File: config.mk
export PLATFORM = sky130hd
export DESIGN_NAME = bus_cpu
export DESIGN_NICKNAME = d
export VERILOG_FILES = /design/src/rtl/bus_cpu_pkg.sv /design/src/rtl/datapath_ctrl_if.sv /design/src/rtl/bus_cpu.sv /design/src/rtl/control_sequencer.sv /design/src/rtl/datapath.sv /design/src/rtl/alu_unit.sv
export VERILOG_INCLUDE_DIRS = /design/src /design/src/rtl
export SDC_FILE = /design/constraint.sdc
export NUM_CORES = 1
export LEC_CHECK = 0
export BUFFER_PORTS_ARGS = -buffer_cell sky130_fd_sc_hd__buf_2
export CORE_MARGIN = 2
export CORE_UTILIZATION = 60
export CTS_CLUSTER_DIAMETER = 60
export DETAILED_ROUTE_END_ITERATION = 16
export GPL_ROUTABILITY_DRIVEN = 0
export PLACE_DENSITY = 0.78
export REMOVE_ABC_BUFFERS = 1
export SYNTH_ARGS = -nofsm -noshare
export SYNTH_HDL_FRONTEND = slang
export SYNTH_SLANG_ARGS = --single-unit
File: constraint.sdc
create_clock -name clock -period 15.28 [get_ports clock]
set_input_delay 0.764 -clock clock [delete_from_list [all_inputs] [get_ports clock]]
set_output_delay 0.764 -clock clock [all_outputs]
set_load 0.1 [all_outputs]
File: src/rtl/bus_cpu_settings.svh
`ifndef BUS_CPU_SETTINGS_SVH
`define BUS_CPU_SETTINGS_SVH

// data and instruction word
`define BUS_CPU_WORD_WIDTH 16

// memory address, 256 words
`define BUS_CPU_ADDR_WIDTH 8

// opcode field, low bits of the instruction
`define BUS_CPU_OPCODE_WIDTH 6

`endif
File: src/rtl/bus_cpu_pkg.sv
`default_nettype none

`include "bus_cpu_settings.svh"

package bus_cpu_pkg;

	// data word and memory address
	typedef logic [`BUS_CPU_WORD_WIDTH-1:0] word_t;
	typedef logic [`BUS_CPU_ADDR_WIDTH-1:0] addr_t;

	// opcodes, instruction bits 5..0
	// codes follow the old control unit state numbers
	typedef enum logic [`BUS_CPU_OPCODE_WIDTH-1:0] {
		op_loada    = 6'd3,
		op_loadb    = 6'd5,
		op_store    = 6'd7,
		op_jumpz    = 6'd9,
		op_jumpn    = 6'd13,
		op_mv_r2_r1 = 6'd20,
		op_mv_ac_r1 = 6'd38,
		op_mv_ac_r2 = 6'd39,
		op_mul      = 6'd41,
		op_add      = 6'd42,
		op_sub      = 6'd43,
		op_clr_r2   = 6'd46,
		op_nop      = 6'd47,
		op_end      = 6'd48
	} opcode_t;

	// sequencer micro-states
	typedef enum logic [5:0] {
		s_idle,
		s_fetch1,
		s_fetch2,
		s_fetch3,
		s_decode,
		s_loada1,
		s_loada2,
		s_loada3,
		s_loadb1,
		s_loadb2,
		s_loadb3,
		s_store1,
		s_store2,
		s_store3,
		s_jumpz1,
		s_jumpz2,
		s_jumpn1,
		s_jumpn2,
		s_jump_take,
		s_jump_skip,
		s_mv_ac_r1,
		s_mv_ac_r2,
		s_mv_r2_r1,
		s_clr_r2,
		s_alu_start,
		s_alu_load,
		s_nop,
		s_halt
	} seq_state_t;

	// internal bus driver
	typedef enum logic [2:0] {
		src_none,
		src_mem,
		src_ac,
		src_r1,
		src_r2
	} bus_src_t;

	// alu function
	typedef enum logic [1:0] {
		alu_pass,
		alu_add,
		alu_sub,
		alu_mul
	} alu_op_t;

endpackage

`default_nettype wire

File: src/rtl/datapath_ctrl_if.sv
`timescale 1ns/100ps
`default_nettype none

`include "bus_cpu_settings.svh"

interface datapath_ctrl_if;

	// bus driver, bus_src_t encoding
	logic [2:0] bus_src;
	// register loads from the bus
	logic load_ar;
	logic load_pc;
	logic load_ir;
	logic load_ac;
	logic load_r1;
	logic load_r2;
	// accumulator from alu result
	logic load_ac_alu;
	logic inc_pc;
	logic clr_r2;
	// memory address from ar instead of pc
	logic addr_from_ar;
	// alu_op_t encoding
	logic [1:0] alu_op;
	logic alu_start;
	logic mem_wr;

	// status back to the sequencer
	logic [`BUS_CPU_OPCODE_WIDTH-1:0] opcode;
	logic ac_zero;

	modport sequencer (
		output bus_src, load_ar, load_pc, load_ir, load_ac, load_ac_alu, load_r1, load_r2,
		output inc_pc, clr_r2, addr_from_ar, alu_op, alu_start, mem_wr,
		input opcode, ac_zero
	);

	modport datapath (
		input bus_src, load_ar, load_pc, load_ir, load_ac, load_ac_alu, load_r1, load_r2,
		input inc_pc, clr_r2, addr_from_ar, alu_op, alu_start, mem_wr,
		output opcode, ac_zero
	);

endinterface

`default_nettype wire

File: src/rtl/bus_cpu.sv
`timescale 1ns/100ps
`default_nettype none

module bus_cpu (
	input wire logic clock,
	input wire logic reset,
	input wire logic start,
	input wire bus_cpu_pkg::word_t mem_rdata,
	output bus_cpu_pkg::addr_t mem_addr,
	output bus_cpu_pkg::word_t mem_wdata,
	output logic mem_wr,
	output logic end_process
);

	// control word and status between the two halves
	datapath_ctrl_if ctrl_if_i ();

	// micro-state machine
	control_sequencer control_sequencer_i (
		.clock(clock),
		.reset(reset),
		.start(start),
		.ctrl(ctrl_if_i.sequencer),
		.end_process(end_process)
	);

	// registers, bus and alu
	datapath datapath_i (
		.clock(clock),
		.reset(reset),
		.ctrl(ctrl_if_i.datapath),
		.mem_rdata(mem_rdata),
		.mem_addr(mem_addr),
		.mem_wdata(mem_wdata),
		.mem_wr(mem_wr)
	);

endmodule

`default_nettype wire

File: src/rtl/control_sequencer.sv
`timescale 1ns/100ps
`default_nettype none

module control_sequencer (
	input wire logic clock,
	input wire logic reset,
	input wire logic start,
	datapath_ctrl_if.sequencer ctrl,
	output logic end_process
);

	bus_cpu_pkg::seq_state_t state;
	bus_cpu_pkg::seq_state_t state_next;
	bus_cpu_pkg::opcode_t opcode;

	// ir holds the opcode for the whole execution
	assign opcode = bus_cpu_pkg::opcode_t'(ctrl.opcode);

	always_ff @(posedge clock) begin
		if (reset) begin
			state <= bus_cpu_pkg::s_idle;
		end else begin
			state <= state_next;
		end
	end

	// halt is sticky, so this holds until reset
	always_ff @(posedge clock) begin
		if (reset) begin
			end_process <= 1'b0;
		end else begin
			end_process <= (state == bus_cpu_pkg::s_halt);
		end
	end

	always_comb begin
		state_next = state;
		case (state)
			bus_cpu_pkg::s_idle: begin
				if (start) begin
					state_next = bus_cpu_pkg::s_fetch1;
				end
			end
			bus_cpu_pkg::s_fetch1: state_next = bus_cpu_pkg::s_fetch2;
			bus_cpu_pkg::s_fetch2: state_next = bus_cpu_pkg::s_fetch3;
			bus_cpu_pkg::s_fetch3: state_next = bus_cpu_pkg::s_decode;
			bus_cpu_pkg::s_decode: begin
				case (opcode)
					bus_cpu_pkg::op_loada: state_next = bus_cpu_pkg::s_loada1;
					bus_cpu_pkg::op_loadb: state_next = bus_cpu_pkg::s_loadb1;
					bus_cpu_pkg::op_store: state_next = bus_cpu_pkg::s_store1;
					bus_cpu_pkg::op_jumpz: state_next = bus_cpu_pkg::s_jumpz1;
					bus_cpu_pkg::op_jumpn: state_next = bus_cpu_pkg::s_jumpn1;
					bus_cpu_pkg::op_mv_ac_r1: state_next = bus_cpu_pkg::s_mv_ac_r1;
					bus_cpu_pkg::op_mv_ac_r2: state_next = bus_cpu_pkg::s_mv_ac_r2;
					bus_cpu_pkg::op_mv_r2_r1: state_next = bus_cpu_pkg::s_mv_r2_r1;
					bus_cpu_pkg::op_add,
					bus_cpu_pkg::op_sub,
					bus_cpu_pkg::op_mul: state_next = bus_cpu_pkg::s_alu_start;
					bus_cpu_pkg::op_clr_r2: state_next = bus_cpu_pkg::s_clr_r2;
					bus_cpu_pkg::op_end: state_next = bus_cpu_pkg::s_halt;
					bus_cpu_pkg::op_nop: state_next = bus_cpu_pkg::s_nop;
					// unknown codes run as nop
					default: state_next = bus_cpu_pkg::s_nop;
				endcase
			end
			bus_cpu_pkg::s_loada1: state_next = bus_cpu_pkg::s_loada2;
			bus_cpu_pkg::s_loada2: state_next = bus_cpu_pkg::s_loada3;
			bus_cpu_pkg::s_loadb1: state_next = bus_cpu_pkg::s_loadb2;
			bus_cpu_pkg::s_loadb2: state_next = bus_cpu_pkg::s_loadb3;
			bus_cpu_pkg::s_store1: state_next = bus_cpu_pkg::s_store2;
			bus_cpu_pkg::s_store2: state_next = bus_cpu_pkg::s_store3;
			bus_cpu_pkg::s_jumpz1: state_next = bus_cpu_pkg::s_jumpz2;
			bus_cpu_pkg::s_jumpn1: state_next = bus_cpu_pkg::s_jumpn2;
			// operand word is on mem_rdata in the take/skip cycle
			bus_cpu_pkg::s_jumpz2: begin
				state_next = ctrl.ac_zero ? bus_cpu_pkg::s_jump_take : bus_cpu_pkg::s_jump_skip;
			end
			bus_cpu_pkg::s_jumpn2: begin
				state_next = ctrl.ac_zero ? bus_cpu_pkg::s_jump_skip : bus_cpu_pkg::s_jump_take;
			end
			bus_cpu_pkg::s_alu_start: state_next = bus_cpu_pkg::s_alu_load;
			bus_cpu_pkg::s_halt: state_next = bus_cpu_pkg::s_halt;
			// last cycle of every instruction
			bus_cpu_pkg::s_loada3,
			bus_cpu_pkg::s_loadb3,
			bus_cpu_pkg::s_store3,
			bus_cpu_pkg::s_jump_take,
			bus_cpu_pkg::s_jump_skip,
			bus_cpu_pkg::s_mv_ac_r1,
			bus_cpu_pkg::s_mv_ac_r2,
			bus_cpu_pkg::s_mv_r2_r1,
			bus_cpu_pkg::s_clr_r2,
			bus_cpu_pkg::s_alu_load,
			bus_cpu_pkg::s_nop: state_next = bus_cpu_pkg::s_fetch1;
			default: state_next = bus_cpu_pkg::s_idle;
		endcase
	end

	// control word, everything inactive unless the state asks
	always_comb begin
		ctrl.bus_src = bus_cpu_pkg::src_none;
		ctrl.load_ar = 1'b0;
		ctrl.load_pc = 1'b0;
		ctrl.load_ir = 1'b0;
		ctrl.load_ac = 1'b0;
		ctrl.load_ac_alu = 1'b0;
		ctrl.load_r1 = 1'b0;
		ctrl.load_r2 = 1'b0;
		ctrl.inc_pc = 1'b0;
		ctrl.clr_r2 = 1'b0;
		ctrl.addr_from_ar = 1'b0;
		ctrl.alu_op = bus_cpu_pkg::alu_pass;
		ctrl.alu_start = 1'b0;
		ctrl.mem_wr = 1'b0;
		case (state)
			// pc already on mem_addr since fetch1
			bus_cpu_pkg::s_fetch3: begin
				ctrl.bus_src = bus_cpu_pkg::src_mem;
				ctrl.load_ir = 1'b1;
				ctrl.inc_pc = 1'b1;
			end
			// operand word, address register and step past it
			bus_cpu_pkg::s_loada1,
			bus_cpu_pkg::s_store1: begin
				ctrl.bus_src = bus_cpu_pkg::src_mem;
				ctrl.load_ar = 1'b1;
				ctrl.inc_pc = 1'b1;
			end
			bus_cpu_pkg::s_loadb1: begin
				ctrl.bus_src = bus_cpu_pkg::src_ac;
				ctrl.load_ar = 1'b1;
			end
			// read wait on the ar address
			bus_cpu_pkg::s_loada2,
			bus_cpu_pkg::s_loadb2,
			bus_cpu_pkg::s_store2: ctrl.addr_from_ar = 1'b1;
			bus_cpu_pkg::s_loada3,
			bus_cpu_pkg::s_loadb3: begin
				ctrl.addr_from_ar = 1'b1;
				ctrl.bus_src = bus_cpu_pkg::src_mem;
				ctrl.load_ac = 1'b1;
			end
			bus_cpu_pkg::s_store3: begin
				ctrl.addr_from_ar = 1'b1;
				ctrl.mem_wr = 1'b1;
			end
			bus_cpu_pkg::s_jump_take: begin
				ctrl.bus_src = bus_cpu_pkg::src_mem;
				ctrl.load_pc = 1'b1;
			end
			bus_cpu_pkg::s_jump_skip: ctrl.inc_pc = 1'b1;
			bus_cpu_pkg::s_mv_ac_r1: begin
				ctrl.bus_src = bus_cpu_pkg::src_ac;
				ctrl.load_r1 = 1'b1;
			end
			bus_cpu_pkg::s_mv_ac_r2: begin
				ctrl.bus_src = bus_cpu_pkg::src_ac;
				ctrl.load_r2 = 1'b1;
			end
			bus_cpu_pkg::s_mv_r2_r1: begin
				ctrl.bus_src = bus_cpu_pkg::src_r2;
				ctrl.load_r1 = 1'b1;
			end
			bus_cpu_pkg::s_clr_r2: ctrl.clr_r2 = 1'b1;
			// function comes from the opcode still in ir
			bus_cpu_pkg::s_alu_start: begin
				ctrl.alu_start = 1'b1;
				case (opcode)
					bus_cpu_pkg::op_add: ctrl.alu_op = bus_cpu_pkg::alu_add;
					bus_cpu_pkg::op_sub: ctrl.alu_op = bus_cpu_pkg::alu_sub;
					bus_cpu_pkg::op_mul: ctrl.alu_op = bus_cpu_pkg::alu_mul;
					default: ctrl.alu_op = bus_cpu_pkg::alu_pass;
				endcase
			end
			bus_cpu_pkg::s_alu_load: ctrl.load_ac_alu = 1'b1;
			default: ;
		endcase
	end

endmodule

`default_nettype wire

File: src/rtl/datapath.sv
`timescale 1ns/100ps
`default_nettype none

`include "bus_cpu_settings.svh"

module datapath (
	input wire logic clock,
	input wire logic reset,
	datapath_ctrl_if.datapath ctrl,
	input wire bus_cpu_pkg::word_t mem_rdata,
	output bus_cpu_pkg::addr_t mem_addr,
	output bus_cpu_pkg::word_t mem_wdata,
	output logic mem_wr
);

	bus_cpu_pkg::addr_t pc;
	bus_cpu_pkg::addr_t ar;
	bus_cpu_pkg::word_t ir;
	bus_cpu_pkg::word_t ac;
	bus_cpu_pkg::word_t r1;
	bus_cpu_pkg::word_t r2;
	bus_cpu_pkg::word_t bus;
	bus_cpu_pkg::word_t alu_result;

	// internal bus mux
	always_comb begin
		case (bus_cpu_pkg::bus_src_t'(ctrl.bus_src))
			bus_cpu_pkg::src_mem: bus = mem_rdata;
			bus_cpu_pkg::src_ac: bus = ac;
			bus_cpu_pkg::src_r2: bus = r2;
			default: bus = '0;
		endcase
	end

	// pc load takes the low address bits of the bus
	always_ff @(posedge clock) begin
		if (reset) begin
			pc <= '0;
		end else if (ctrl.load_pc) begin
			pc <= bus[`BUS_CPU_ADDR_WIDTH-1:0];
		end else if (ctrl.inc_pc) begin
			pc <= pc + 1'b1;
		end
	end

	always_ff @(posedge clock) begin
		if (reset) begin
			ar <= '0;
			ir <= '0;
		end else begin
			if (ctrl.load_ar) begin
				ar <= bus[`BUS_CPU_ADDR_WIDTH-1:0];
			end
			if (ctrl.load_ir) begin
				ir <= bus;
			end
		end
	end

	// accumulator from bus or from the alu
	always_ff @(posedge clock) begin
		if (reset) begin
			ac <= '0;
		end else if (ctrl.load_ac_alu) begin
			ac <= alu_result;
		end else if (ctrl.load_ac) begin
			ac <= bus;
		end
	end

	always_ff @(posedge clock) begin
		if (reset) begin
			r1 <= '0;
			r2 <= '0;
		end else begin
			if (ctrl.load_r1) begin
				r1 <= bus;
			end
			if (ctrl.clr_r2) begin
				r2 <= '0;
			end else if (ctrl.load_r2) begin
				r2 <= bus;
			end
		end
	end

	alu_unit alu_unit_i (
		.clock(clock),
		.reset(reset),
		.start(ctrl.alu_start),
		.op(bus_cpu_pkg::alu_op_t'(ctrl.alu_op)),
		.a(r1),
		.b(r2),
		.result(alu_result)
	);

	// status for the sequencer
	assign ctrl.opcode = ir[`BUS_CPU_OPCODE_WIDTH-1:0];
	assign ctrl.ac_zero = (ac == '0);

	// memory side
	assign mem_addr = ctrl.addr_from_ar ? ar : pc;
	assign mem_wdata = ac;
	assign mem_wr = ctrl.mem_wr;

endmodule

`default_nettype wire

File: src/rtl/alu_unit.sv
`timescale 1ns/100ps
`default_nettype none

module alu_unit (
	input wire logic clock,
	input wire logic reset,
	input wire logic start,
	input wire bus_cpu_pkg::alu_op_t op,
	input wire bus_cpu_pkg::word_t a,
	input wire bus_cpu_pkg::word_t b,
	output bus_cpu_pkg::word_t result
);

	// one result, held until the next start
	always_ff @(posedge clock) begin
		if (reset) begin
			result <= '0;
		end else if (start) begin
			case (op)
				bus_cpu_pkg::alu_add: result <= a + b;
				bus_cpu_pkg::alu_sub: result <= a - b;
				// truncated to the word, low half of the product
				bus_cpu_pkg::alu_mul: result <= a * b;
				default: result <= a;
			endcase
		end
	end

endmodule

`default_nettype wire

==> key figures <==
Run status
  • Status: completed

Logic synthesis
  • Predominant post-synthesis flop cell: dfxtp_1
  • Register area share after synthesis: 20.0%
  • Multiplexer area fraction after synthesis: 1.15%
  • Distinct cells, synth: just over 60
  • Post-synthesis adder-cell area fraction: 25.7%
  • Xor/xnor share of the synthesized area: about 6%
  • #FFs+latches synth: 97
  • Complex-gate fraction of the synthesized area: between 10% and 20%
  • Post-synth top area share: ~20%
  • Largest cells by area after synthesis: dfxtp_1 (20%), fa_1 (17%), ha_1 (9.0%), nor2_1 (5.4%), inv_1 (5.0%)
  • Simple-gate share of the synthesized area: about a fifth
  • Post-synth ARST share: 0%
  • Avg Cell Area, Syn: about 8 sq um
  • Area leader, netlist: dfxtp_1
  • Largest family of logic cells by synthesized area: adder cells
  • Post-synth top cells: nor2_1 (140), inv_1 (130), nand2_1 (117), dfxtp_1 (97), fa_1 (81)
  • Count leader, synth: nor2_1
  • EDFF count, synth: 0
  • Post-synthesis cell area: a little under 10000 sq um
  • Mapped Cells: 1217
  • Synth warnings: 0

Place
  • Port buffer count: between 40 and 50
  • Placed cell count: 1412
  • DP Area: between 9000 and 10000 sq um
  • HPWL after DPL: just under 20 mm

STA
  • Fin. Hold Viols: 0
  • Worst-Margin Slew: between 1 and 1.5 ns
  • Minimum clock period: 5.81 ns
  • Final period util: between 30 and 40%
  • Rel. slew slack: approximately 14%
  • Peak Freq: between 0.15 and 0.2 GHz
  • Unrepaired setup endpoints after global routing: no
  • Final setup viols: 0
  • Worst Skew: a little over 0.009 ns
  • Post-Route Setup TNS: 0 ns
  • Fin. max-slew vios: 0

Worst setup path
  • CP Data Arrival Time: slightly above 6 ns
  • Worst Path Required: 15.52 ns
  • R2R Path Start: datapath_i.r2[2]$_SDFFE_PP0P_
  • CP Capture Type: flop
  • Critical Path Source Type: flop
  • Critical Setup Path Class: flop to flop
  • Crit path max fanout: 19
  • Worst setup startpoint: datapath_i.r2[2]$_SDFFE_PP0P_

Power
  • Combinational group share of total power: between 10% and 20%
  • Sw frac: around 30%
  • Worst VDD drop: 0.0703 mV
  • Power per Cell Area: 57.5 nW/um^2
  • P_sw: between 150 and 200 uW
  • Design Power: 591 uW
  • Clock share of power: 36.8%
  • P_leak: 0.00421 uW
  • Pint: just over 400 uW
  • Sequential fraction of design power: 45.9%

Route
  • Via density: 6.11
  • Avg WL per Cell: 18.6 um
  • Via count: 8724
  • DR DRC count: 0
  • Initial drt markers: 939
  • Post-Route WL: around 27 mm
  • Post-route ant nets: 0
  • DR pass1 iterations: 6

Final layout
  • # nets final: roughly 1.4k
  • Layout cells sized above 1: ~8%
  • Area grow syn2layout: 5.86%
  • ANT cells: 0
  • Fin area: just over 10000 sq um
  • Fin cells: approximately 1.4k

Run
  • Max Cap Violations: 0

Clock network
  • Post-cts gate resize count: 0
  • CTS H-Tree Depth: 3
  • Bufs on Longest Clock Path: 2
  • Reg clk slew, reported paths: around 0.070 ns
  • Clk_lat worst skew: 0.35 ns
  • CTS Sinks: 97
  • Num CTS Buffers: 9
  • Clock root cell: clkbuf_16
  • Hold buffer count at cts: 0
  • Post-CTS Setup Inserts: 0
  • CTS tree: done

GRT
  • Initial antenna violation count: 0
  • Gr ovfl total: 0
  • Largest net degree at the start of global routing: 46
  • Global Route Usage Sum: ~31%
  • First-pass GRT wire length: around 43 mm
  • Vias in the first global route: 8373

Floorplan
  • Die H: 131 um
  • Initial core utilization: between 60% and 70%
  • Row Count: 46
  • Core ar.: approximately 16000 sq um
  • Die W: 131 um
  • Die ar.: 17200 sq um
  • IO Count: 45

Hold path
  • Min-delay worst type: flop to flop
-- layer usage --
layer | vias up | track usage, % | wire length [um]
met5 | - | 0 | 0
met4 | 0 | 13.0 | 1170
met3 | 83 | 4.01 | 2170
met2 | 427 | 52.0 | 12500
met1 | 4146 | 40.9 | 10800
li1 | 4068 | - | -
-- final timing paths --
kind         slack (ns)  depth (start not counted)                                       endpoint
max                9.47                         20  datapath_i.alu_unit_i.result[15]$_SDFFE_PP0P_
min                0.45                          2      control_sequencer_i.state[3]$_SDFFE_PP0P_
max reg2reg        9.47                         20  datapath_i.alu_unit_i.result[15]$_SDFFE_PP0P_
min reg2reg        0.45                          2      control_sequencer_i.state[3]$_SDFFE_PP0P_
-- stage by stage --
step           hold slack [ns]  setup WS, ns  utilization [%]
5_1_grt                  0.480          9.23             64.9
3_5_place_dp             0.450          9.55             63.1
2_1_floorplan            0.416         10.18                -
4_1_cts                  0.458          9.52             64.9
3_3_place_gp             0.439          9.73             63.1
6_report                 0.454          9.47             64.9
-- power by group through the flow --
stage / sequential, uW / clock, uW / combinational (uW)
after global routing: 273 / 229 / 111
final: 271 / 218 / 102
after global placement: 277 / 0 / 98.6
after detailed placement: 277 / 0 / 99.8
after floorplan: 279 / 0 / 65.7
after CTS: 271 / 218 / 100
-- sequential cells by signal, indices dropped and copies added, names as in the netlist, named ones only --
register / count
datapath_i.alu_unit_i.result: 16
datapath_i.mem_wdata: 16
datapath_i.r1: 16
datapath_i.r2: 16
datapath_i.ar: 8
datapath_i.pc: 8
datapath_i.ir: 6
control_sequencer_i.state: 5
control_sequencer_i.end_process: 1
-- cells by family (layout without fill, tap and decap cells) --
group	after synthesis	in the layout
and+or+nand+nor	420	420
AOI/OAI and AO/OA	260	260
xor gates and xnor gates	67	67
adders and majority gates	151	151
muxes	10	10
DFF	97	97
buffers and inverters	212	207
-- cell usage in the layout, fill, tap and decap left out, drive strengths merged, types with 6 or more instances in the layout --
master | synthesis | final
nand3b | 7 | 7
a211oi | 53 | 53
buf | 18 | 59
or3 | 9 | 9
nor2b | 13 | 13
o21a | 7 | 7
nor3 | 26 | 26
nor2 | 140 | 140
a31oi | 8 | 8
o21ai | 56 | 56
dfxtp | 97 | 97
and2 | 62 | 62
clkbuf | 62 | 12
nand2b | 12 | 12
inv | 131 | 131
a22oi | 9 | 9
xnor2 | 54 | 54
nor4 | 6 | 6
xor2 | 13 | 13
nand2 | 117 | 117
ha | 70 | 70
a222oi | 16 | 16
mux2 | 9 | 9
nand3 | 10 | 10
a221oi | 15 | 15
a21oi | 62 | 62
fa | 81 | 81
-- final cells by class --
cell class	count	area (sq um)
repair buffers	59	333
clock inverters	4	27.5
flip-flops and latches	97	1940
fillers	1355	5550
inverters	132	495
clock buffers	12	256
multi-input cells	908	6950
well taps	216	270
-- worst max-delay path, cell delays in order (launching register included) --
cell and delay [ns]:
dfxtp_1 0.90, nand2_1 0.17, fa_1 0.53, fa_1 0.55
inv_1 0.04, ha_1 0.20, fa_1 0.43, ha_1 0.28
inv_1 0.05, fa_1 0.48, inv_1 0.05, ha_1 0.31
o21a_1 0.12, o31a_1 0.13, o211a_1 0.21, o21ai_0 0.29
a21oi_1 0.15, o41ai_1 0.37, xnor2_1 0.17, o21ai_0 0.10
o2bb2ai_1 0.16
Power figures use the tool's default switching activity.
